==> config.mk <==
export PLATFORM = sky130hd
export DESIGN_NAME = usb_console_top
export DESIGN_NICKNAME = d
export VERILOG_FILES = /design/src/usb_dev_pkg.sv /design/src/apb_console_pkg.sv /design/src/console_usb_dev.sv /design/src/apb_console_regs.sv /design/src/usb_packet_port.sv /design/src/usb_console_top.sv
export SDC_FILE = /design/constraint.sdc
export NUM_CORES = 1
export LEC_CHECK = 0
export BUFFER_PORTS_ARGS = -buffer_cell sky130_fd_sc_hd__buf_4
export CORE_MARGIN = 4
export CORE_UTILIZATION = 57
export DETAILED_ROUTE_END_ITERATION = 7
export GPL_ROUTABILITY_DRIVEN = 0
export PLACE_DENSITY = 0.85
export RECOVER_POWER = 25
export SLEW_MARGIN = 5
export SYNTH_ARGS = -nofsm -noshare
export SYNTH_HDL_FRONTEND = slang
export SYNTH_SLANG_ARGS = --single-unit
==> constraint.sdc <==
create_clock -name clk -period 5.05 [get_ports clk]
set_clock_uncertainty 0.05 [all_clocks]
set_input_delay 1.01 -clock clk [delete_from_list [all_inputs] [get_ports clk]]
set_output_delay 1.01 -clock clk [all_outputs]
set_load 0.01 [all_outputs]
==> src/usb_dev_pkg.sv <==
package usb_dev_pkg;

    typedef logic [3:0] btype_t;

    // ************************************************************
    // Packet types arriving from the device
    localparam btype_t BAG_DLINK = 4'b1000;
    localparam btype_t BAG_DTYPE = 4'b1001;
    localparam btype_t BAG_DTEMP = 4'b1010;
    localparam btype_t BAG_DATA0 = 4'b1101;
    localparam btype_t BAG_DATA1 = 4'b1110;
    localparam btype_t BAG_DATA  = 4'b0101;  // Expected read type for data packets

    // Packet types sent to the device
    localparam btype_t BAG_DIDX   = 4'b0101;
    localparam btype_t BAG_DPARAM = 4'b0110;
    localparam btype_t BAG_DDIDX  = 4'b0111;
    localparam btype_t BAG_LINK   = 4'b0100;
    localparam btype_t BAG_INIT   = 4'b0000;

    // Console command codes
    localparam btype_t BAG_DCONF = 4'b0001;
    localparam btype_t BAG_DCONV = 4'b1001;
    localparam btype_t BAG_CLINK = 4'b1011;

    // ************************************************************
    typedef enum logic [1:0] {
        NONE = 2'b00,
        T1   = 2'b01,
        T2   = 2'b10,
        T3   = 2'b11
    } dev_type_t;

    localparam logic [7:0] TYPE_T1_CODE = 8'hC0;
    localparam logic [7:0] TYPE_T2_CODE = 8'hF0;
    localparam logic [7:0] TYPE_T3_CODE = 8'hFF;

    localparam logic [3:0] LINK_T1 = 4'h8;
    localparam logic [3:0] LINK_T2 = 4'hC;
    localparam logic [3:0] LINK_T3 = 4'hF;

    // Status word field positions
    localparam int TEMP_LSB = 24;  // 8 bits
    localparam int TYPE_LSB = 16;  // 8 bits
    localparam int LINK_LSB = 12;  // 4 bits
    localparam int IDX_LSB  = 8;   // 4 bits
    localparam int DIDX_LSB = 4;   // 4 bits

endpackage

==> src/apb_console_pkg.sv <==
package apb_console_pkg;

    localparam int APB_AW = 4;

    // ************************************************************
    // Register offsets
    localparam logic [APB_AW-1:0] REG_CTRL = 4'h0;
    localparam logic [APB_AW-1:0] REG_CMD  = 4'h4;
    localparam logic [APB_AW-1:0] REG_STAT = 4'h8;

    // CTRL fields, all 4 bits wide
    localparam int CTRL_DEV_LSB  = 0;
    localparam int CTRL_DATA_LSB = 4;
    localparam int CTRL_RBT_LSB  = 8;

    // CMD fields
    localparam int CMD_COM_LSB = 0;   // 12 bits
    localparam int CMD_SBT_LSB = 12;  // 4 bits

    // STAT fields
    localparam int STAT_DEV_LSB  = 0;  // 10 bits
    localparam int STAT_BUSY_BIT = 16;
    localparam int STAT_RXV_BIT  = 17;

endpackage

==> src/console_usb_dev.sv <==
`timescale 1ns/1ns

module console_usb_dev (
    input  logic                clk,
    input  logic                rst,

    input  logic                fs_send,
    output logic                fd_send,
    output logic                fs_read,
    input  logic                fd_read,

    output logic                fs_usb_send,
    input  logic                fd_usb_send,
    input  logic                ff_usb_send,
    input  logic                fs_usb_read,
    output logic                fd_usb_read,

    input  usb_dev_pkg::btype_t send_btype,
    input  usb_dev_pkg::btype_t read_btype,
    output usb_dev_pkg::btype_t send_usb_btype,
    input  usb_dev_pkg::btype_t read_usb_btype,

    input  logic [3:0]          device_idx,
    input  logic [3:0]          data_idx,
    input  logic [11:0]         com_cmd,
    output logic [31:0]         usb_cmd,

    input  logic [31:0]         usb_stat,
    output logic [9:0]          dev_stat
);
    import usb_dev_pkg::*;

    typedef enum logic [11:0] {
        S_WAIT  = 12'h001,
        S_TAKE  = 12'h002,
        S_DISP  = 12'h004,
        S_LINK  = 12'h008,
        S_TYPE  = 12'h010,
        S_TEMP  = 12'h020,
        S_DATA  = 12'h040,
        S_READ  = 12'h080,
        S_CMD   = 12'h100,
        S_SEND  = 12'h200,
        S_SDONE = 12'h400,
        S_CDONE = 12'h800
    } state_t;

    state_t     state;
    state_t     next_state;
    logic       from_cmd;     // Current send was started by a console command
    logic       dev_link;
    dev_type_t  dev_type;
    logic [7:0] dev_temp;
    logic [7:0] usb_temp;
    logic [7:0] usb_type;
    logic [3:0] usb_link;
    logic [3:0] link_pat;

    assign usb_temp = usb_stat[TEMP_LSB +: 8];
    assign usb_type = usb_stat[TYPE_LSB +: 8];
    assign usb_link = usb_stat[LINK_LSB +: 4];

    assign fd_usb_read = (state == S_TAKE);
    assign fs_read     = (state == S_READ);
    assign fs_usb_send = (state == S_SEND);
    assign fd_send     = (state == S_CDONE);

    assign dev_stat = {(dev_link ? dev_type : NONE), dev_temp};

    // Without a known type every data packet passes the check
    always_comb begin
        case (dev_type)
            T1:      link_pat = LINK_T1;
            T2:      link_pat = LINK_T2;
            T3:      link_pat = LINK_T3;
            default: link_pat = usb_link;
        endcase
    end

    // ************************************************************
    always_ff @(posedge clk or posedge rst) begin
        if (rst) begin
            state <= S_WAIT;
        end else begin
            state <= next_state;
        end
    end

    always_comb begin
        next_state = state;
        case (state)
            S_WAIT: begin
                if (fs_usb_read) begin
                    next_state = S_TAKE;
                end else if (fs_send) begin
                    next_state = dev_link ? S_CMD : S_CDONE;  // Unlinked commands finish at once
                end
            end
            S_TAKE: begin
                if (!fs_usb_read) begin
                    next_state = S_DISP;
                end
            end
            S_DISP: begin
                case (read_usb_btype)
                    BAG_DLINK: next_state = S_LINK;
                    BAG_DTYPE: next_state = S_TYPE;
                    BAG_DTEMP: next_state = S_TEMP;
                    BAG_DATA0: next_state = S_DATA;
                    BAG_DATA1: next_state = S_DATA;
                    default:   next_state = S_WAIT;
                endcase
            end
            S_LINK: next_state = S_SEND;
            S_TYPE: next_state = S_WAIT;
            S_TEMP: next_state = S_READ;
            S_DATA: next_state = S_READ;
            S_READ: begin
                if (fd_read) begin
                    next_state = S_WAIT;
                end
            end
            S_CMD: begin
                case (send_btype)
                    BAG_DCONF: next_state = S_SEND;
                    BAG_DCONV: next_state = S_SEND;
                    BAG_CLINK: next_state = S_SEND;
                    default:   next_state = S_CDONE;
                endcase
            end
            S_SEND: begin
                if (fd_usb_send) begin
                    next_state = S_SDONE;
                end
            end
            S_SDONE: begin
                if (!fd_usb_send) begin
                    next_state = from_cmd ? S_CDONE : S_WAIT;
                end
            end
            S_CDONE: begin
                if (!fs_send) begin
                    next_state = S_WAIT;
                end
            end
            default: next_state = S_WAIT;
        endcase
    end

    // ************************************************************
    // Outgoing packet building
    always_ff @(posedge clk) begin
        if (state == S_LINK) begin
            usb_cmd        <= {device_idx, 28'h0};
            send_usb_btype <= BAG_DIDX;
        end else if (state == S_CMD) begin
            usb_cmd <= {device_idx, data_idx, com_cmd, 12'h000};
            case (send_btype)
                BAG_DCONF: send_usb_btype <= BAG_DPARAM;
                BAG_DCONV: send_usb_btype <= BAG_DDIDX;
                BAG_CLINK: send_usb_btype <= BAG_LINK;
                default:   send_usb_btype <= BAG_INIT;
            endcase
        end
    end

    always_ff @(posedge clk or posedge rst) begin
        if (rst) begin
            from_cmd <= 1'b0;
            dev_link <= 1'b0;
            dev_type <= NONE;
            dev_temp <= 8'h00;
        end else begin
            if (state == S_LINK) begin
                from_cmd <= 1'b0;
            end else if (state == S_CMD) begin
                from_cmd <= 1'b1;
            end

            if (ff_usb_send) begin
                dev_link <= 1'b0;  // Device stopped accepting packets
            end else if (state == S_LINK) begin
                dev_link <= 1'b1;
            end else if (state == S_TEMP && read_btype != BAG_DTEMP) begin
                dev_link <= 1'b0;
            end else if (state == S_DATA && usb_link != link_pat) begin
                dev_link <= 1'b0;
            end

            if (state == S_TYPE) begin
                case (usb_type)
                    TYPE_T1_CODE: dev_type <= T1;
                    TYPE_T2_CODE: dev_type <= T2;
                    TYPE_T3_CODE: dev_type <= T3;
                    default:      dev_type <= dev_type;
                endcase
            end

            if (state == S_TEMP) begin
                dev_temp <= usb_temp;
            end
        end
    end

endmodule

==> src/apb_console_regs.sv <==
`timescale 1ns/1ns

module apb_console_regs #(
    parameter int ADDR_WIDTH = 4
) (
    input  logic                  clk,
    input  logic                  rst,

    input  logic [ADDR_WIDTH-1:0] paddr,
    input  logic                  psel,
    input  logic                  penable,
    input  logic                  pwrite,
    input  logic [31:0]           pwdata,
    output logic [31:0]           prdata,
    output logic                  pready,
    output logic                  pslverr,

    output logic                  fs_send,
    output usb_dev_pkg::btype_t   send_btype,
    output logic [11:0]           com_cmd,
    output logic [3:0]            device_idx,
    output logic [3:0]            data_idx,
    output usb_dev_pkg::btype_t   read_btype,
    input  logic                  fd_send,

    input  logic                  fs_read,
    output logic                  fd_read,
    input  logic [9:0]            dev_stat
);
    import apb_console_pkg::*;

    logic wr_en;
    logic rd_en;
    logic cmd_wr;
    logic cmd_busy;
    logic rx_valid;
    logic fd_send_d;

    assign pready  = 1'b1;
    assign pslverr = 1'b0;

    assign wr_en  = psel & penable & pwrite;
    assign rd_en  = psel & penable & ~pwrite;
    assign cmd_wr = wr_en & (paddr == ADDR_WIDTH'(REG_CMD)) & ~cmd_busy;  // Busy drops writes

    always_comb begin
        prdata = 32'h0;
        case (paddr)
            ADDR_WIDTH'(REG_CTRL): begin
                prdata[CTRL_DEV_LSB +: 4]  = device_idx;
                prdata[CTRL_DATA_LSB +: 4] = data_idx;
                prdata[CTRL_RBT_LSB +: 4]  = read_btype;
            end
            ADDR_WIDTH'(REG_CMD): begin
                prdata[CMD_COM_LSB +: 12] = com_cmd;
                prdata[CMD_SBT_LSB +: 4]  = send_btype;
            end
            ADDR_WIDTH'(REG_STAT): begin
                prdata[STAT_DEV_LSB +: 10] = dev_stat;
                prdata[STAT_BUSY_BIT]      = cmd_busy;
                prdata[STAT_RXV_BIT]       = rx_valid;
            end
            default: prdata = 32'h0;
        endcase
    end

    // ************************************************************
    always_ff @(posedge clk) begin
        if (cmd_wr) begin
            com_cmd    <= pwdata[CMD_COM_LSB +: 12];
            send_btype <= pwdata[CMD_SBT_LSB +: 4];
        end
    end

    always_ff @(posedge clk or posedge rst) begin
        if (rst) begin
            device_idx <= 4'h0;
            data_idx   <= 4'h0;
            read_btype <= 4'h0;
            fs_send    <= 1'b0;
            cmd_busy   <= 1'b0;
            fd_send_d  <= 1'b0;
            fd_read    <= 1'b0;
            rx_valid   <= 1'b0;
        end else begin
            fd_send_d <= fd_send;
            if (wr_en && paddr == ADDR_WIDTH'(REG_CTRL)) begin
                device_idx <= pwdata[CTRL_DEV_LSB +: 4];
                data_idx   <= pwdata[CTRL_DATA_LSB +: 4];
                read_btype <= pwdata[CTRL_RBT_LSB +: 4];
            end

            if (cmd_wr) begin
                fs_send  <= 1'b1;
                cmd_busy <= 1'b1;
            end else begin
                if (fd_send) begin
                    fs_send <= 1'b0;
                end
                if (fd_send_d && !fd_send) begin
                    cmd_busy <= 1'b0;  // Controller closed the handshake
                end
            end

            fd_read <= fs_read;
            if (fs_read && !fd_read) begin
                rx_valid <= 1'b1;
            end else if (rd_en && paddr == ADDR_WIDTH'(REG_STAT)) begin
                rx_valid <= 1'b0;
            end
        end
    end

endmodule

==> src/usb_packet_port.sv <==
`timescale 1ns/1ns

module usb_packet_port #(
    parameter int TX_TIMEOUT = 64
) (
    input  logic                clk,
    input  logic                rst,

    input  logic                rx_valid_in,
    output logic                rx_ready,
    input  usb_dev_pkg::btype_t rx_btype,
    input  logic [31:0]         rx_stat,

    output logic                tx_valid,
    input  logic                tx_ready,
    output usb_dev_pkg::btype_t tx_btype,
    output logic [31:0]         tx_cmd,

    output logic                fs_usb_read,
    input  logic                fd_usb_read,
    output usb_dev_pkg::btype_t read_usb_btype,
    output logic [31:0]         usb_stat,
    input  logic                fs_usb_send,
    output logic                fd_usb_send,
    output logic                ff_usb_send,
    input  usb_dev_pkg::btype_t send_usb_btype,
    input  logic [31:0]         usb_cmd
);
    localparam int CNT_W = $clog2(TX_TIMEOUT + 1);

    logic             rx_full;
    logic             rx_acc;
    logic             tx_start;
    logic             tx_done;
    logic             tx_tmo;
    logic [CNT_W-1:0] tmo_cnt;

    assign rx_ready = ~rx_full;
    assign rx_acc   = rx_valid_in & rx_ready;

    assign tx_start = fs_usb_send & ~tx_valid & ~fd_usb_send;
    assign tx_done  = tx_valid & tx_ready;
    assign tx_tmo   = tx_valid & ~tx_ready & (tmo_cnt == CNT_W'(TX_TIMEOUT - 1));

    always_ff @(posedge clk) begin
        if (rx_acc) begin
            read_usb_btype <= rx_btype;
            usb_stat       <= rx_stat;
        end
        if (tx_start) begin
            tx_btype <= send_usb_btype;
            tx_cmd   <= usb_cmd;
        end
    end

    // ************************************************************
    always_ff @(posedge clk or posedge rst) begin
        if (rst) begin
            rx_full     <= 1'b0;
            fs_usb_read <= 1'b0;
        end else if (rx_acc) begin
            rx_full     <= 1'b1;
            fs_usb_read <= 1'b1;  // Presented the cycle after acceptance
        end else if (fs_usb_read && fd_usb_read) begin
            fs_usb_read <= 1'b0;
        end else if (rx_full && !fs_usb_read && !fd_usb_read) begin
            rx_full <= 1'b0;
        end
    end

    always_ff @(posedge clk or posedge rst) begin
        if (rst) begin
            tx_valid    <= 1'b0;
            fd_usb_send <= 1'b0;
            ff_usb_send <= 1'b0;
            tmo_cnt     <= '0;
        end else begin
            ff_usb_send <= tx_tmo;

            if (tx_start) begin
                tx_valid <= 1'b1;
            end else if (tx_done || tx_tmo) begin
                tx_valid <= 1'b0;
            end

            if (tx_done || tx_tmo) begin
                fd_usb_send <= 1'b1;  // Timeout still closes the handshake
            end else if (!fs_usb_send) begin
                fd_usb_send <= 1'b0;
            end

            if (!tx_valid || tx_ready) begin
                tmo_cnt <= '0;
            end else begin
                tmo_cnt <= tmo_cnt + 1'b1;
            end
        end
    end

endmodule

==> src/usb_console_top.sv <==
`timescale 1ns/1ns

module usb_console_top #(
    parameter int TX_TIMEOUT = 64
) (
    input  logic                            clk,
    input  logic                            rst,

    input  logic [apb_console_pkg::APB_AW-1:0] paddr,
    input  logic                            psel,
    input  logic                            penable,
    input  logic                            pwrite,
    input  logic [31:0]                     pwdata,
    output logic [31:0]                     prdata,
    output logic                            pready,
    output logic                            pslverr,

    input  logic                            rx_valid_in,
    output logic                            rx_ready,
    input  usb_dev_pkg::btype_t             rx_btype,
    input  logic [31:0]                     rx_stat,

    output logic                            tx_valid,
    input  logic                            tx_ready,
    output usb_dev_pkg::btype_t             tx_btype,
    output logic [31:0]                     tx_cmd
);
    import usb_dev_pkg::*;
    import apb_console_pkg::*;

    // Console side
    logic        fs_send;
    logic        fd_send;
    logic        fs_read;
    logic        fd_read;
    btype_t      send_btype;
    btype_t      read_btype;
    logic [11:0] com_cmd;
    logic [3:0]  device_idx;
    logic [3:0]  data_idx;
    logic [9:0]  dev_stat;

    // USB side
    logic        fs_usb_read;
    logic        fd_usb_read;
    logic        fs_usb_send;
    logic        fd_usb_send;
    logic        ff_usb_send;
    btype_t      read_usb_btype;
    btype_t      send_usb_btype;
    logic [31:0] usb_stat;
    logic [31:0] usb_cmd;

    apb_console_regs #(
        .ADDR_WIDTH(APB_AW)
    ) apb_console_regs_i (
        .clk        (clk),
        .rst        (rst),
        .paddr      (paddr),
        .psel       (psel),
        .penable    (penable),
        .pwrite     (pwrite),
        .pwdata     (pwdata),
        .prdata     (prdata),
        .pready     (pready),
        .pslverr    (pslverr),
        .fs_send    (fs_send),
        .send_btype (send_btype),
        .com_cmd    (com_cmd),
        .device_idx (device_idx),
        .data_idx   (data_idx),
        .read_btype (read_btype),
        .fd_send    (fd_send),
        .fs_read    (fs_read),
        .fd_read    (fd_read),
        .dev_stat   (dev_stat)
    );

    console_usb_dev console_usb_dev_i (
        .clk            (clk),
        .rst            (rst),
        .fs_send        (fs_send),
        .fd_send        (fd_send),
        .fs_read        (fs_read),
        .fd_read        (fd_read),
        .fs_usb_send    (fs_usb_send),
        .fd_usb_send    (fd_usb_send),
        .ff_usb_send    (ff_usb_send),
        .fs_usb_read    (fs_usb_read),
        .fd_usb_read    (fd_usb_read),
        .send_btype     (send_btype),
        .read_btype     (read_btype),
        .send_usb_btype (send_usb_btype),
        .read_usb_btype (read_usb_btype),
        .device_idx     (device_idx),
        .data_idx       (data_idx),
        .com_cmd        (com_cmd),
        .usb_cmd        (usb_cmd),
        .usb_stat       (usb_stat),
        .dev_stat       (dev_stat)
    );

    usb_packet_port #(
        .TX_TIMEOUT(TX_TIMEOUT)
    ) usb_packet_port_i (
        .clk            (clk),
        .rst            (rst),
        .rx_valid_in    (rx_valid_in),
        .rx_ready       (rx_ready),
        .rx_btype       (rx_btype),
        .rx_stat        (rx_stat),
        .tx_valid       (tx_valid),
        .tx_ready       (tx_ready),
        .tx_btype       (tx_btype),
        .tx_cmd         (tx_cmd),
        .fs_usb_read    (fs_usb_read),
        .fd_usb_read    (fd_usb_read),
        .read_usb_btype (read_usb_btype),
        .usb_stat       (usb_stat),
        .fs_usb_send    (fs_usb_send),
        .fd_usb_send    (fd_usb_send),
        .ff_usb_send    (ff_usb_send),
        .send_usb_btype (send_usb_btype),
        .usb_cmd        (usb_cmd)
    );

endmodule

## Word level (Yosys, flattened, before mapping)

Cells that the tools add are included.

| cells by class | value |
|---|---|
| add/subtract/negate cells | 1 |
| equal/unequal tests | 39 |
| mux-type cells | 44 |
| bitwise logic cells | 17 |
| reductions and logical operators | 32 |

Operators by type and width:

| cell | count |
|---|---|
| $mux 12 | 10 |
| $pmux 12 s10 | 1 |
| $mux 32 | 2 |
| $eq 4x4->1 const B | 8 |
| $pmux 10 s3 | 1 |
| $pmux 7 s4 | 1 |
| $eq 8x8->1 const B | 3 |
| $mux 1 | 21 |
| $reduce_bool 2->1 | 7 |
| $eq 12x1->1 const B | 1 |
| $eq 12x10->1 const B | 1 |
| $eq 12x11->1 const B | 1 |
| $eq 12x12->1 const B | 1 |
| $eq 12x2->1 const B | 1 |
| $eq 12x3->1 const B | 1 |
| $eq 12x4->1 const B | 1 |
| $eq 12x5->1 const B | 1 |
| $eq 12x6->1 const B | 1 |
| $eq 12x7->1 const B | 1 |
| $eq 12x8->1 const B | 1 |
| $eq 12x9->1 const B | 1 |
| $ne 2x2->1 const B | 6 |
| $pmux 4 s3 | 1 |
| $and 1x1->1 | 11 |
| 27 further kinds | 49 |

| word-level totals | value |
|---|---|
| register bits | 153 |
| input bits | 79 |
| output and inout port bits | 72 |
| logic and storage cells | 161 |

## Longest topological paths before layout

Gate-level depths: netlist of the first run.

| depth | value |
|---|---|
| word-level depth | 8 |
| depth in mapped cells | 8 |
| depth with buffers taken out | 5 |

## Cells and area by module

A second synthesis of the first run with hierarchy kept.

| unflattened totals | value |
|---|---|
| cell total of the unflattened synthesis | 502 |
| area, all modules | 6721.4 sq um |

By module, submodules not included:

| module | times used | cells an instance | area an instance (sq um) | seq. area each (sq um) |
|---|---|---|---|---|
| usb_packet_port | 1 | 119 | 2677.6 | 2462.4 |
| console_usb_dev | 1 | 264 | 2462.4 | 1102.3 |
| apb_console_regs | 1 | 119 | 1581.5 | 905.9 |

## Worst setup path before layout of the first run

No wires, ideal clock.

| path | value |
|---|---|
| path type | input to register |
| start point | input paddr[1] in the netlist's numbering |
| end point | register apb_console_regs_i.com_cmd[0] (enable) |
| setup time | 0.418 ns |
| arrival time | 2.872 ns |
| required time | 4.582 ns |
| path slack | 1.710 ns |
| stages | 3 |
| path buffers | 0 |
| cells stage by stage | nor3_1 -> and2_1 -> nor3b_1 |

| between the ends | value |
|---|---|
| longest elaborated chain between the ends | 3 |

Ends and longest elaborated chain:

| what | line | RTL |
|---|---|---|
| start: declaration | usb_console_top.sv:9 | `input logic [apb_console_pkg::APB_AW-1:0] paddr,` |
| $eq 4x3->1 | apb_console_regs.sv:44 | `assign cmd_wr = wr_en & (paddr == ADDR_WIDTH'(REG_CMD)) & ~cmd_busy;` |
| $and 1x1->1 (2 in a row) | apb_console_regs.sv:44 |  |
| via apb_console_regs_i.cmd_wr | apb_console_regs.sv:34 | `logic cmd_wr;` |
| end signal: assignment | apb_console_regs.sv:70 | `com_cmd <= pwdata[CMD_COM_LSB +: 12];` |
| end: declaration | apb_console_regs.sv:20 | `output logic [11:0] com_cmd,` |

The timed path passes the listed nets, and every way through them passes these cells.
A chain may end at the register's enable or synchronous reset.

## Final worst setup path of the first run

| path | value |
|---|---|
| start point | input paddr[1] in the netlist's numbering |
| end point | output prdata[7] |

| between the ends | value |
|---|---|
| longest elaborated chain between the ends | 2 |
| elaborated cells between the ends (all ways) | 4 |
| classes of those cells | 2 x eq/ne; 1 x mux; 1 x reduce/logical |

Ends and longest elaborated chain:

| what | line | RTL |
|---|---|---|
| $eq 4x4->1, or another cell as far along | apb_console_regs.sv:48 | `case (paddr)` |
| $pmux 10 s3 (*) | apb_console_regs.sv:48 |  |
| end: declaration | usb_console_top.sv:14 | `output logic [31:0] prdata,` |

Every way passes the cells marked *; elsewhere a longest branch is shown, timed or not.

==> results of run 1 <==
## synth_stat cells (2+ instances only)
| cell type | count |
|---|---|
| sky130_fd_sc_hd__a211o_1 | 2 |
| sky130_fd_sc_hd__nand3b_1 | 4 |
| sky130_fd_sc_hd__buf_6 | 3 |
| sky130_fd_sc_hd__dfrtp_1 | 52 |
| sky130_fd_sc_hd__buf_4 | 29 |
| sky130_fd_sc_hd__o21ai_0 | 10 |
| sky130_fd_sc_hd__nor4_1 | 5 |
| sky130_fd_sc_hd__and3_1 | 7 |
| sky130_fd_sc_hd__a222oi_1 | 8 |
| sky130_fd_sc_hd__or3_1 | 6 |
| sky130_fd_sc_hd__and2_1 | 7 |
| sky130_fd_sc_hd__nor2_1 | 24 |
| sky130_fd_sc_hd__nand4_1 | 5 |
| sky130_fd_sc_hd__nand2b_1 | 5 |
| sky130_fd_sc_hd__a22o_1 | 3 |
| sky130_fd_sc_hd__clkbuf_1 | 9 |
| sky130_fd_sc_hd__mux2_2 | 20 |
| sky130_fd_sc_hd__nor3b_1 | 7 |
| sky130_fd_sc_hd__a21o_1 | 3 |
| sky130_fd_sc_hd__buf_2 | 6 |
| sky130_fd_sc_hd__conb_1 | 2 |
| sky130_fd_sc_hd__a32oi_1 | 2 |
| sky130_fd_sc_hd__dfxtp_1 | 19 |
| sky130_fd_sc_hd__and4_1 | 2 |
| sky130_fd_sc_hd__edfxtp_1 | 67 |
| sky130_fd_sc_hd__or4_1 | 4 |
| sky130_fd_sc_hd__nand3_1 | 9 |
| sky130_fd_sc_hd__or4_4 | 3 |
| sky130_fd_sc_hd__a21oi_1 | 30 |
| sky130_fd_sc_hd__xor2_1 | 5 |
| sky130_fd_sc_hd__inv_1 | 14 |
| sky130_fd_sc_hd__or4b_1 | 3 |
| sky130_fd_sc_hd__nor2b_1 | 6 |
| sky130_fd_sc_hd__nand4b_1 | 2 |
| sky130_fd_sc_hd__xnor2_1 | 2 |
| sky130_fd_sc_hd__nand2_1 | 55 |
| sky130_fd_sc_hd__nor4b_1 | 2 |
| sky130_fd_sc_hd__nor3_1 | 9 |
## power groups by stage
stage                     combinational [mW]  sequential (mW)  clock, mW
after floorplan                        0.320             1.37          0
after global placement                 0.357             1.40          0
after detailed placement               0.371             1.41          0
after CTS                              0.375             1.39       1.24
after global routing                   0.418             1.41       1.30
final                                  0.375             1.39       1.23
## layout make-up
cell class	count	area, um2	share of cell area [%]
timing repair buffer	97	698.2	9.883
multi-input combinational	298	1829	25.89
clock buffer	19	431.7	6.111
tap	133	166.4	2.356
sequential	139	3720	52.66
inverter	14	52.55	0.7439
clock inverter	13	166.4	2.356
## worst reg2reg max path, cell delays in order, from the launching register on
cell,delay [ns]
sky130_fd_sc_hd__dfrtp_1,0.48
sky130_fd_sc_hd__or4_1,0.63
sky130_fd_sc_hd__or4_4,0.56
sky130_fd_sc_hd__nor2_2,0.85
## layout by cell type, fill, tap and decap left out, types with 4 or more instances in the layout
master	Yosys	routed
sky130_fd_sc_hd__buf_4	29	55
sky130_fd_sc_hd__nand3_1	9	9
sky130_fd_sc_hd__conb_1	2	29
sky130_fd_sc_hd__a222oi_1	8	8
sky130_fd_sc_hd__nand4_1	5	5
sky130_fd_sc_hd__nor2_1	24	22
sky130_fd_sc_hd__and2_1	7	7
sky130_fd_sc_hd__dfrtp_1	52	52
sky130_fd_sc_hd__clkbuf_4	0	34
sky130_fd_sc_hd__mux2_2	20	20
sky130_fd_sc_hd__and3_1	7	7
sky130_fd_sc_hd__nand3b_1	4	4
sky130_fd_sc_hd__nand2_1	55	55
sky130_fd_sc_hd__edfxtp_1	67	67
sky130_fd_sc_hd__or4_1	4	4
sky130_fd_sc_hd__nand2b_1	5	5
sky130_fd_sc_hd__dfxtp_1	19	19
sky130_fd_sc_hd__o21ai_0	10	10
sky130_fd_sc_hd__or3_1	6	6
sky130_fd_sc_hd__nor3_1	9	9
sky130_fd_sc_hd__nor4_1	5	4
sky130_fd_sc_hd__xor2_1	5	5
sky130_fd_sc_hd__a21oi_1	30	30
sky130_fd_sc_hd__clkbuf_1	9	9
sky130_fd_sc_hd__nor3b_1	7	6
sky130_fd_sc_hd__clkbuf_16	0	16
sky130_fd_sc_hd__inv_1	14	14
sky130_fd_sc_hd__nor2b_1	6	5
## per-stage QoR
step	hold WS [ns]	setup slack [ns]	utilization [%]	area, um2
after floorplan	0.3503	1.710	-	5892
after global placement	0.3564	1.561	66.13	6494
after detailed placement	0.3552	1.559	66.13	6494
after CTS	0.3702	1.498	72.22	7092
after global routing	0.3795	1.344	71.94	7064
final	0.3695	1.518	71.94	7064
## state kept, by name (all words and copies together) (netlist names), 2 cells and up
name                              count
usb_packet_port_i.read_usb_btype      4
usb_packet_port_i.tx_cmd             20
apb_console_regs_i.com_cmd           12
console_usb_dev_i.dev_type            2
apb_console_regs_i.read_btype         4
usb_packet_port_i.usb_stat           20
console_usb_dev_i.state              12
apb_console_regs_i.send_btype         4
console_usb_dev_i.usb_cmd            20
usb_packet_port_i.tmo_cnt             7
apb_console_regs_i.device_idx         4
apb_console_regs_i.data_idx           4
console_usb_dev_i.send_usb_btype      3
usb_packet_port_i.tx_btype            3
console_usb_dev_i.dev_temp            8
## routing by layer
layer  track usage [%]  routed length, um
met2             36.50               6084
met5                 0                  0
met3             5.743               1146
met4             7.484                267
met1             28.39               4911
## cell families after synthesis
group / Yosys count / share of synthesized area (%)
AND/OR/NAND/NOR: 172 / 16.25
flip-flops: 139 / 64.24
AO/OA/AOI/OAI: 69 / 7.866
buffers and inverters: 61 / 6.353
multiplexers: 20 / 3.889
XOR/XNOR: 7 / 1.059
other: 2 / 0.1297
adder cells (fa/ha/maj): 1 / 0.2160
## path summary, 6_finish.rpt
| check | from | to | slack [ns] | depth (start not counted) |
|---|---|---|---|---|
| worst max-delay path | paddr[1] | prdata[7] | 1.52 | 6 |
| worst min-delay path | console_usb_dev_i.usb_cmd[28] | usb_packet_port_i.tx_cmd[28] | 0.37 | 0 |
| worst max register to register | console_usb_dev_i.state[5] | usb_packet_port_i.tx_cmd[13] | 2.08 | 3 |
| worst min register to register | console_usb_dev_i.usb_cmd[28] | usb_packet_port_i.tx_cmd[28] | 0.37 | 0 |
| max in group asynchronous | rst | console_usb_dev_i.state[11] | 2.64 | 2 |
| min in group asynchronous | rst | apb_console_regs_i.device_idx[1] | 1.12 | 2 |
==> out/results.env, run 1 <==
OUTCOME='complete, but fails checks'
FAILING_CHECKS='max-capacitance violations, max-slew violations'
FINAL.FILL_COUNT=643
ENDPOINT_KIND='output pin'
GRT_START_MAX_NET_PINS=54
SYNTH.CELL_AREA_UM2=5791
P_CLK_SHARE_PCT=41.1
NUMBER_OF_STANDARD_CELL_ROWS_IN_THE_FLOORPLAN=36
TIMING.FINAL.MAX_SLEW_VIOLATIONS=54
POST-CTS-SETUP-BUFFERS=0
GRT.OVERFLOW.TOTAL=0
MAX-SLEW-MARGIN-REL_PCT=-35.70
ANTENNA_VIOLATIONS_BEFORE_REPAIR=0
DIEAREA_UM2=11840
CLK_PIN_SLEW_NS=0.06
CLOCK_TREE.HTREE_LEVEL_COUNT=4
POWER_FRAC_SEQ_PCT=46.4
CTS.SINK_COUNT=139
FIRST_GLOBAL_VIAS=3867
MAX_CAP_VIOLATIONS=1
CRITICAL_PATH_ARRIVAL_NS=2.47
WORST_PIN_SLEW_NS=2.033
ANTENNADIODECOUNT=0
YS_SEQ_AREA_SHARE_PCT=64.24
REPORT.POWER.TOTAL_mW=3.000
SETUP_VIOLATIONS=0
ROUTE.DETAILED.DRC=0
GRT_SETUP_UNREPAIRED='no'
POSTCTSRESIZEDCELLS=0
CP_COMMON_CELL='sky130_fd_sc_hd__buf_4'
START_UTIL_PCT=58.97
CRIT_SLOWEST_CELL='sky130_fd_sc_hd__and2_1'
PERIOD_NEEDED_NS=3.532
WORST-SETUP-PATH-TYPE='input port to output pin'
SYN_INST=471
PWR-SHARE-COMB_PCT=12.5
YOSYSWARNINGS=0
SYNTHDOMINANTAREACELLTYPE='sky130_fd_sc_hd__edfxtp_1'
LAYOUT_CELLS_SIZED_ABOVE_1_PCT=26.72
CTS.HOLD.BUFFERS_ADDED=0
GROUTE.USAGE.OVERALL_PCT=22.03
SYNTH.TOP_CELLS.BY_AREA='sky130_fd_sc_hd__edfxtp_1 (35%), sky130_fd_sc_hd__dfrtp_1 (22%), sky130_fd_sc_hd__dfxtp_1 (6.6%)'
CP_SLOWEST_STAGE_DELAY_NS=0.53
SYNTH_ENABLE_FLOP_CELLS=67
NUM-NETS-FINAL=647
CLK_ROOT_BUF='sky130_fd_sc_hd__clkbuf_8'
CTS_BUFFERS=17
CHIPWIDTH_UM=108.8
DESIGN.PORTCOUNT=151
SYNTH_SEQ_CELLS=139
ROUTE.DETAILED.WL_PER_INST_UM=17.40
SYNTHTOLAYOUTAREAGROWTH_PCT=22.00
SYNTH_CELL_TYPE_COUNT=58
HOLD_VIOL=0
CLOCK_PATH_BUFFERS=2
FINALSETUPTNS_NS=0
TOTAL_SWITCHING_POWER_mW=0.7596
SYNTHARSTFLOPSHARE_PCT=38.13
CELLLEAKAGEPOWER_nW=3.097
PLACEMENT.IO_BUFFERS=93
DR.FIRST_ITER.DRC_COUNT=372
INTERNAL_POWER_mW=2.241
AVGVIACOUNTPERCELL=5.642
ANT_NETS=0
VIAS=4023
CLOCK_TREE_FROM_TRITONCTS='done'
DETAILEDROUTE.FIRSTPASSITERATIONCOUNT=7
GRT_FIRST_PASS_WIRELENGTH_UM=19830
WORST_SKEW_PAIR.LATE_LATENCY_NS=0.51
HPWL_UM=8494
SYNTH.TOP_CELL.AREA_SHARE_PCT=34.75
DPL.CELL_COUNT=681
FMAX_GHz=0.2831
SYNTHFLOPTYPE='sky130_fd_sc_hd__edfxtp_1'
PATH_CATEGORY_OF_THE_WORST_MIN_DELAY_CHECK='flop to flop'
POSTROUTEWIRELENGTH_UM=12410
CORE_AREA_UM2=9819
TIMING.CRITICAL_PATH.CELLS='buf_4 -> nor3_1 -> and2_1 -> a222oi_1 -> inv_1 -> buf_4'
AVGSYNTHCELLAREA_UM2=12.29
WORSTPATHMAXFANOUT=13
FP.DIEH_UM=108.8
LAYOUT_WORST_PATH_CYCLE_SHARE_PCT=69.95
REQUIRED_NS=3.99
CP_NUM_BUF_INV=3
IR_DROP_uV=282.6
LAUNCHING_ELEMENT_TYPE_OF_THE_CRITICAL_PATH='input port'
POWER.SWITCHING_FRACTION_PCT=25.32
CP_TOP_FAMILY='simple AND/OR/NAND/NOR gates'
POWER_PER_CELL_AREA_nW_PER_UM2=424.7
STDCELL_COUNT=713
Note: power is estimated with default switching activity, not from simulation.
==> run 2, diff against run 1 <==
--- a/config.mk
+++ b/config.mk
@@ -7,10 +7,10 @@
 export LEC_CHECK = 0
 export BUFFER_PORTS_ARGS = -buffer_cell sky130_fd_sc_hd__buf_4
 export CORE_MARGIN = 4
-export CORE_UTILIZATION = 57
+export CORE_UTILIZATION = 53
 export DETAILED_ROUTE_END_ITERATION = 7
 export GPL_ROUTABILITY_DRIVEN = 0
-export PLACE_DENSITY = 0.85
+export PLACE_DENSITY = 0.8
 export RECOVER_POWER = 25
 export SLEW_MARGIN = 5
 export SYNTH_ARGS = -nofsm -noshare
==> constraint.sdc (replaced) <==
create_clock -name clk -period 3.39 [get_ports clk]
set_clock_uncertainty 0.05 [all_clocks]
set_input_delay 0.678 -clock clk [delete_from_list [all_inputs] [get_ports clk]]
set_output_delay 0.678 -clock clk [all_outputs]
set_load 0.01 [all_outputs]
==> run 2 against run 1 <==
Effect of this change:
- the run still ends with max-capacitance violations, max-slew violations left
- worst hold slack got worse by 0.066 ns
- sequential share of layout area decreased by 0.31 points
- sequential cell count unchanged
- clock-buffer cell count decreased by 2
- critical path type unchanged
- combinational power increased by 50%
- critical endpoint unchanged
- core utilization down 4.0 points
==> out/results.env, run 2 (synthesis gave the netlist of run 1 again) <==
WORST-SETUP-PATH-TYPE='input port to output pin'
LAYOUT_CELLS_SIZED_ABOVE_1_PCT=27.30
IR_DROP_uV=390.3
WORSTPATHMAXFANOUT=13
MAX_CAP_VIOLATIONS=1
TOTAL_SWITCHING_POWER_mW=1.211
CRITICAL_PATH_ARRIVAL_NS=2.18
FP.DIEH_UM=112.5
GRT_START_MAX_NET_PINS=54
PATH_CATEGORY_OF_THE_WORST_MIN_DELAY_CHECK='input port to flop'
CP_NUM_BUF_INV=3
SYNTHTOLAYOUTAREAGROWTH_PCT=22.71
START_UTIL_PCT=55.35
GRT.OVERFLOW.TOTAL=0
WORST_SKEW_PAIR.LATE_LATENCY_NS=0.52
DETAILEDROUTE.FIRSTPASSITERATIONCOUNT=5
GRT_FIRST_PASS_WIRELENGTH_UM=20150
LAYOUT_WORST_PATH_CYCLE_SHARE_PCT=85.67
REPORT.POWER.TOTAL_mW=4.483
POSTROUTEWIRELENGTH_UM=12270
REG2REG_SETUP_SLACK_NS=0.94
TOP_REGS='console_usb_dev_i.usb_cmd (20), usb_packet_port_i.tx_cmd (20), usb_packet_port_i.usb_stat (20)'
ANTENNA_VIOLATIONS_BEFORE_REPAIR=0
PLACEMENT.IO_BUFFERS=93
CLK_ROOT_BUF='sky130_fd_sc_hd__clkbuf_8'
SEQUENTIAL_CELL_AREA_UM2=3720
CTS.SINK_COUNT=139
LAYOUT.CELLS.MOST_COMMON='sky130_fd_sc_hd__edfxtp_1'
REQUIRED_NS=2.66
ROUTE.DETAILED.DRC=0
OUTCOME='complete, but fails checks'
POSTCTSRESIZEDCELLS=0
TIMING.FINAL.MAX_SLEW_VIOLATIONS=54
NUMBER_OF_STANDARD_CELL_ROWS_IN_THE_FLOORPLAN=37
LAUNCHING_ELEMENT_TYPE_OF_THE_CRITICAL_PATH='input port'
CORE_AREA_UM2=10460
HPWL_UM=8595
TIMING.CRITICAL_PATH.CELLS='buf_4 -> nor3_1 -> and2_1 -> a222oi_1 -> inv_1 -> buf_4'
CTS_BUFFERS=17
INTERNAL_POWER_mW=3.272
PWR-SHARE-COMB_PCT=12.6
CRIT_SLOWEST_CELL='sky130_fd_sc_hd__and2_1'
R2R_END='usb_packet_port_i.tx_cmd[28]'
FMAX_GHz=0.3443
GRT_SETUP_UNREPAIRED='no'
P_CLK_SHARE_PCT=41.2
POWER.SWITCHING_FRACTION_PCT=27.02
MAX-SLEW-MARGIN-REL_PCT=-31.53
GROUTE.USAGE.OVERALL_PCT=20.18
CTS.HOLD.BUFFERS_ADDED=0
PERIOD_NEEDED_NS=2.904
MIN_TO='usb_packet_port_i.usb_stat[29]'
CP_TOP_FAMILY='simple AND/OR/NAND/NOR gates'
ANTENNADIODECOUNT=0
WORST_R2R_PATH_DEPTH=4
HOLD-PATH-CELL-COUNT=1
FINALSETUPTNS_NS=0
FINAL.FILL_COUNT=739
FAILING_CHECKS='max-capacitance violations, max-slew violations'
ENDPOINT_KIND='output pin'
VIAS=4009
CP_SLOWEST_STAGE_DELAY_NS=0.56
WORST_PIN_SLEW_NS=1.971
CELLLEAKAGEPOWER_nW=3.125
SETUP_VIOLATIONS=0
CP_COMMON_CELL='sky130_fd_sc_hd__buf_4'
CRITICAL_REGISTER_TO_REGISTER_PATH_STARTPOINT='console_usb_dev_i.state[5]'
AVGVIACOUNTPERCELL=5.553
DESIGN.PORTCOUNT=151
CLOCK_TREE_FROM_TRITONCTS='done'
POWER_FRAC_SEQ_PCT=46.2
ROUTE.DETAILED.WL_PER_INST_UM=17.00
FIRST_GLOBAL_VIAS=4056
FINAL_CELL_MIX='sky130_fd_sc_hd__edfxtp_1 (67), sky130_fd_sc_hd__buf_4 (62), sky130_fd_sc_hd__nand2_1 (55), sky130_fd_sc_hd__dfrtp_1 (52), sky130_fd_sc_hd__clkbuf_4 (32)'
MULTI_INPUT_COMB_AREA_UM2=1827
WHS_NS=0.3040
DR.FIRST_ITER.DRC_COUNT=251
DIEAREA_UM2=12660
POST-CTS-SETUP-BUFFERS=0
CLOCK_PATH_BUFFERS=2
CLOCK_TREE.HTREE_LEVEL_COUNT=4
NUM-NETS-FINAL=653
HOLD_VIOL=0
HP-START='rx_stat[29]'
CHIPWIDTH_UM=112.5
ANT_NETS=0
POWER_PER_CELL_AREA_nW_PER_UM2=631.0
CLK_PIN_SLEW_NS=0.07
[run 2: changes by cell type in the layout (fill, tap and decap cells not counted), sizes merged]
cell and change:
buf +7, inv +6, clkbuf -3, clkinv -3, bufinv -1
[run 2: power by group through the flow]
stage	Clock, mW	Sequential (mW)	Combinational, mW
floorplan	0	2.04	0.476
global placement	0	2.08	0.539
detailed placement	0	2.10	0.564
CTS	1.87	2.07	0.573
global route	1.95	2.10	0.636
finish	1.85	2.07	0.563
[run 2: worst reg2reg max path, stage by stage (launching register included)]
cell                      delay (ns)
sky130_fd_sc_hd__dfrtp_1        0.49
sky130_fd_sc_hd__or4_1          0.64
sky130_fd_sc_hd__or4_4          0.57
sky130_fd_sc_hd__nor2_2         0.10
sky130_fd_sc_hd__buf_4          0.28
[run 2: stage by stage]
stage          util [%]  instances  instance area (um2)  setup WS [ns]
5_1_grt           67.91        722                 7106         0.3582
3_5_place_dp      62.53        690                 6543         0.5256
4_1_cts           68.24        722                 7139         0.4968
6_report          67.91        722                 7106         0.4858
3_3_place_gp      62.53        690                 6543         0.5551
2_1_floorplan         -        498                 5892         0.3819
[run 2: area by class of cell]
class	instances	share of cell area [%]
multi-input cells	298	25.71
clock inverters	15	2.571
inverters	14	0.7396
repair buffers	103	10.41
clock buffers	17	5.828
flip-flops and latches	139	52.35
well taps	136	2.395
[run 2: routing by layer]
layer	wire length (um)	share of wire, %	global-route usage [%]
met4	387	3.2	9.615
met2	5985	49	32.34
met3	960	7.8	5.337
met5	0	0	0
met1	4938	40	25.64
[run 2: worst max path at each step]
stage	startpoint	to	slack, ns	cells past startpoint
finish	paddr[1]	prdata[7]	0.49	6
global route	paddr[1]	prdata[2]	0.36	6
CTS	paddr[1]	prdata[7]	0.50	6
detailed placement	paddr[1]	prdata[7]	0.53	6
global placement	paddr[1]	prdata[7]	0.56	6
floorplan	paddr[1]	apb_console_regs_i.com_cmd[0]	0.38	3
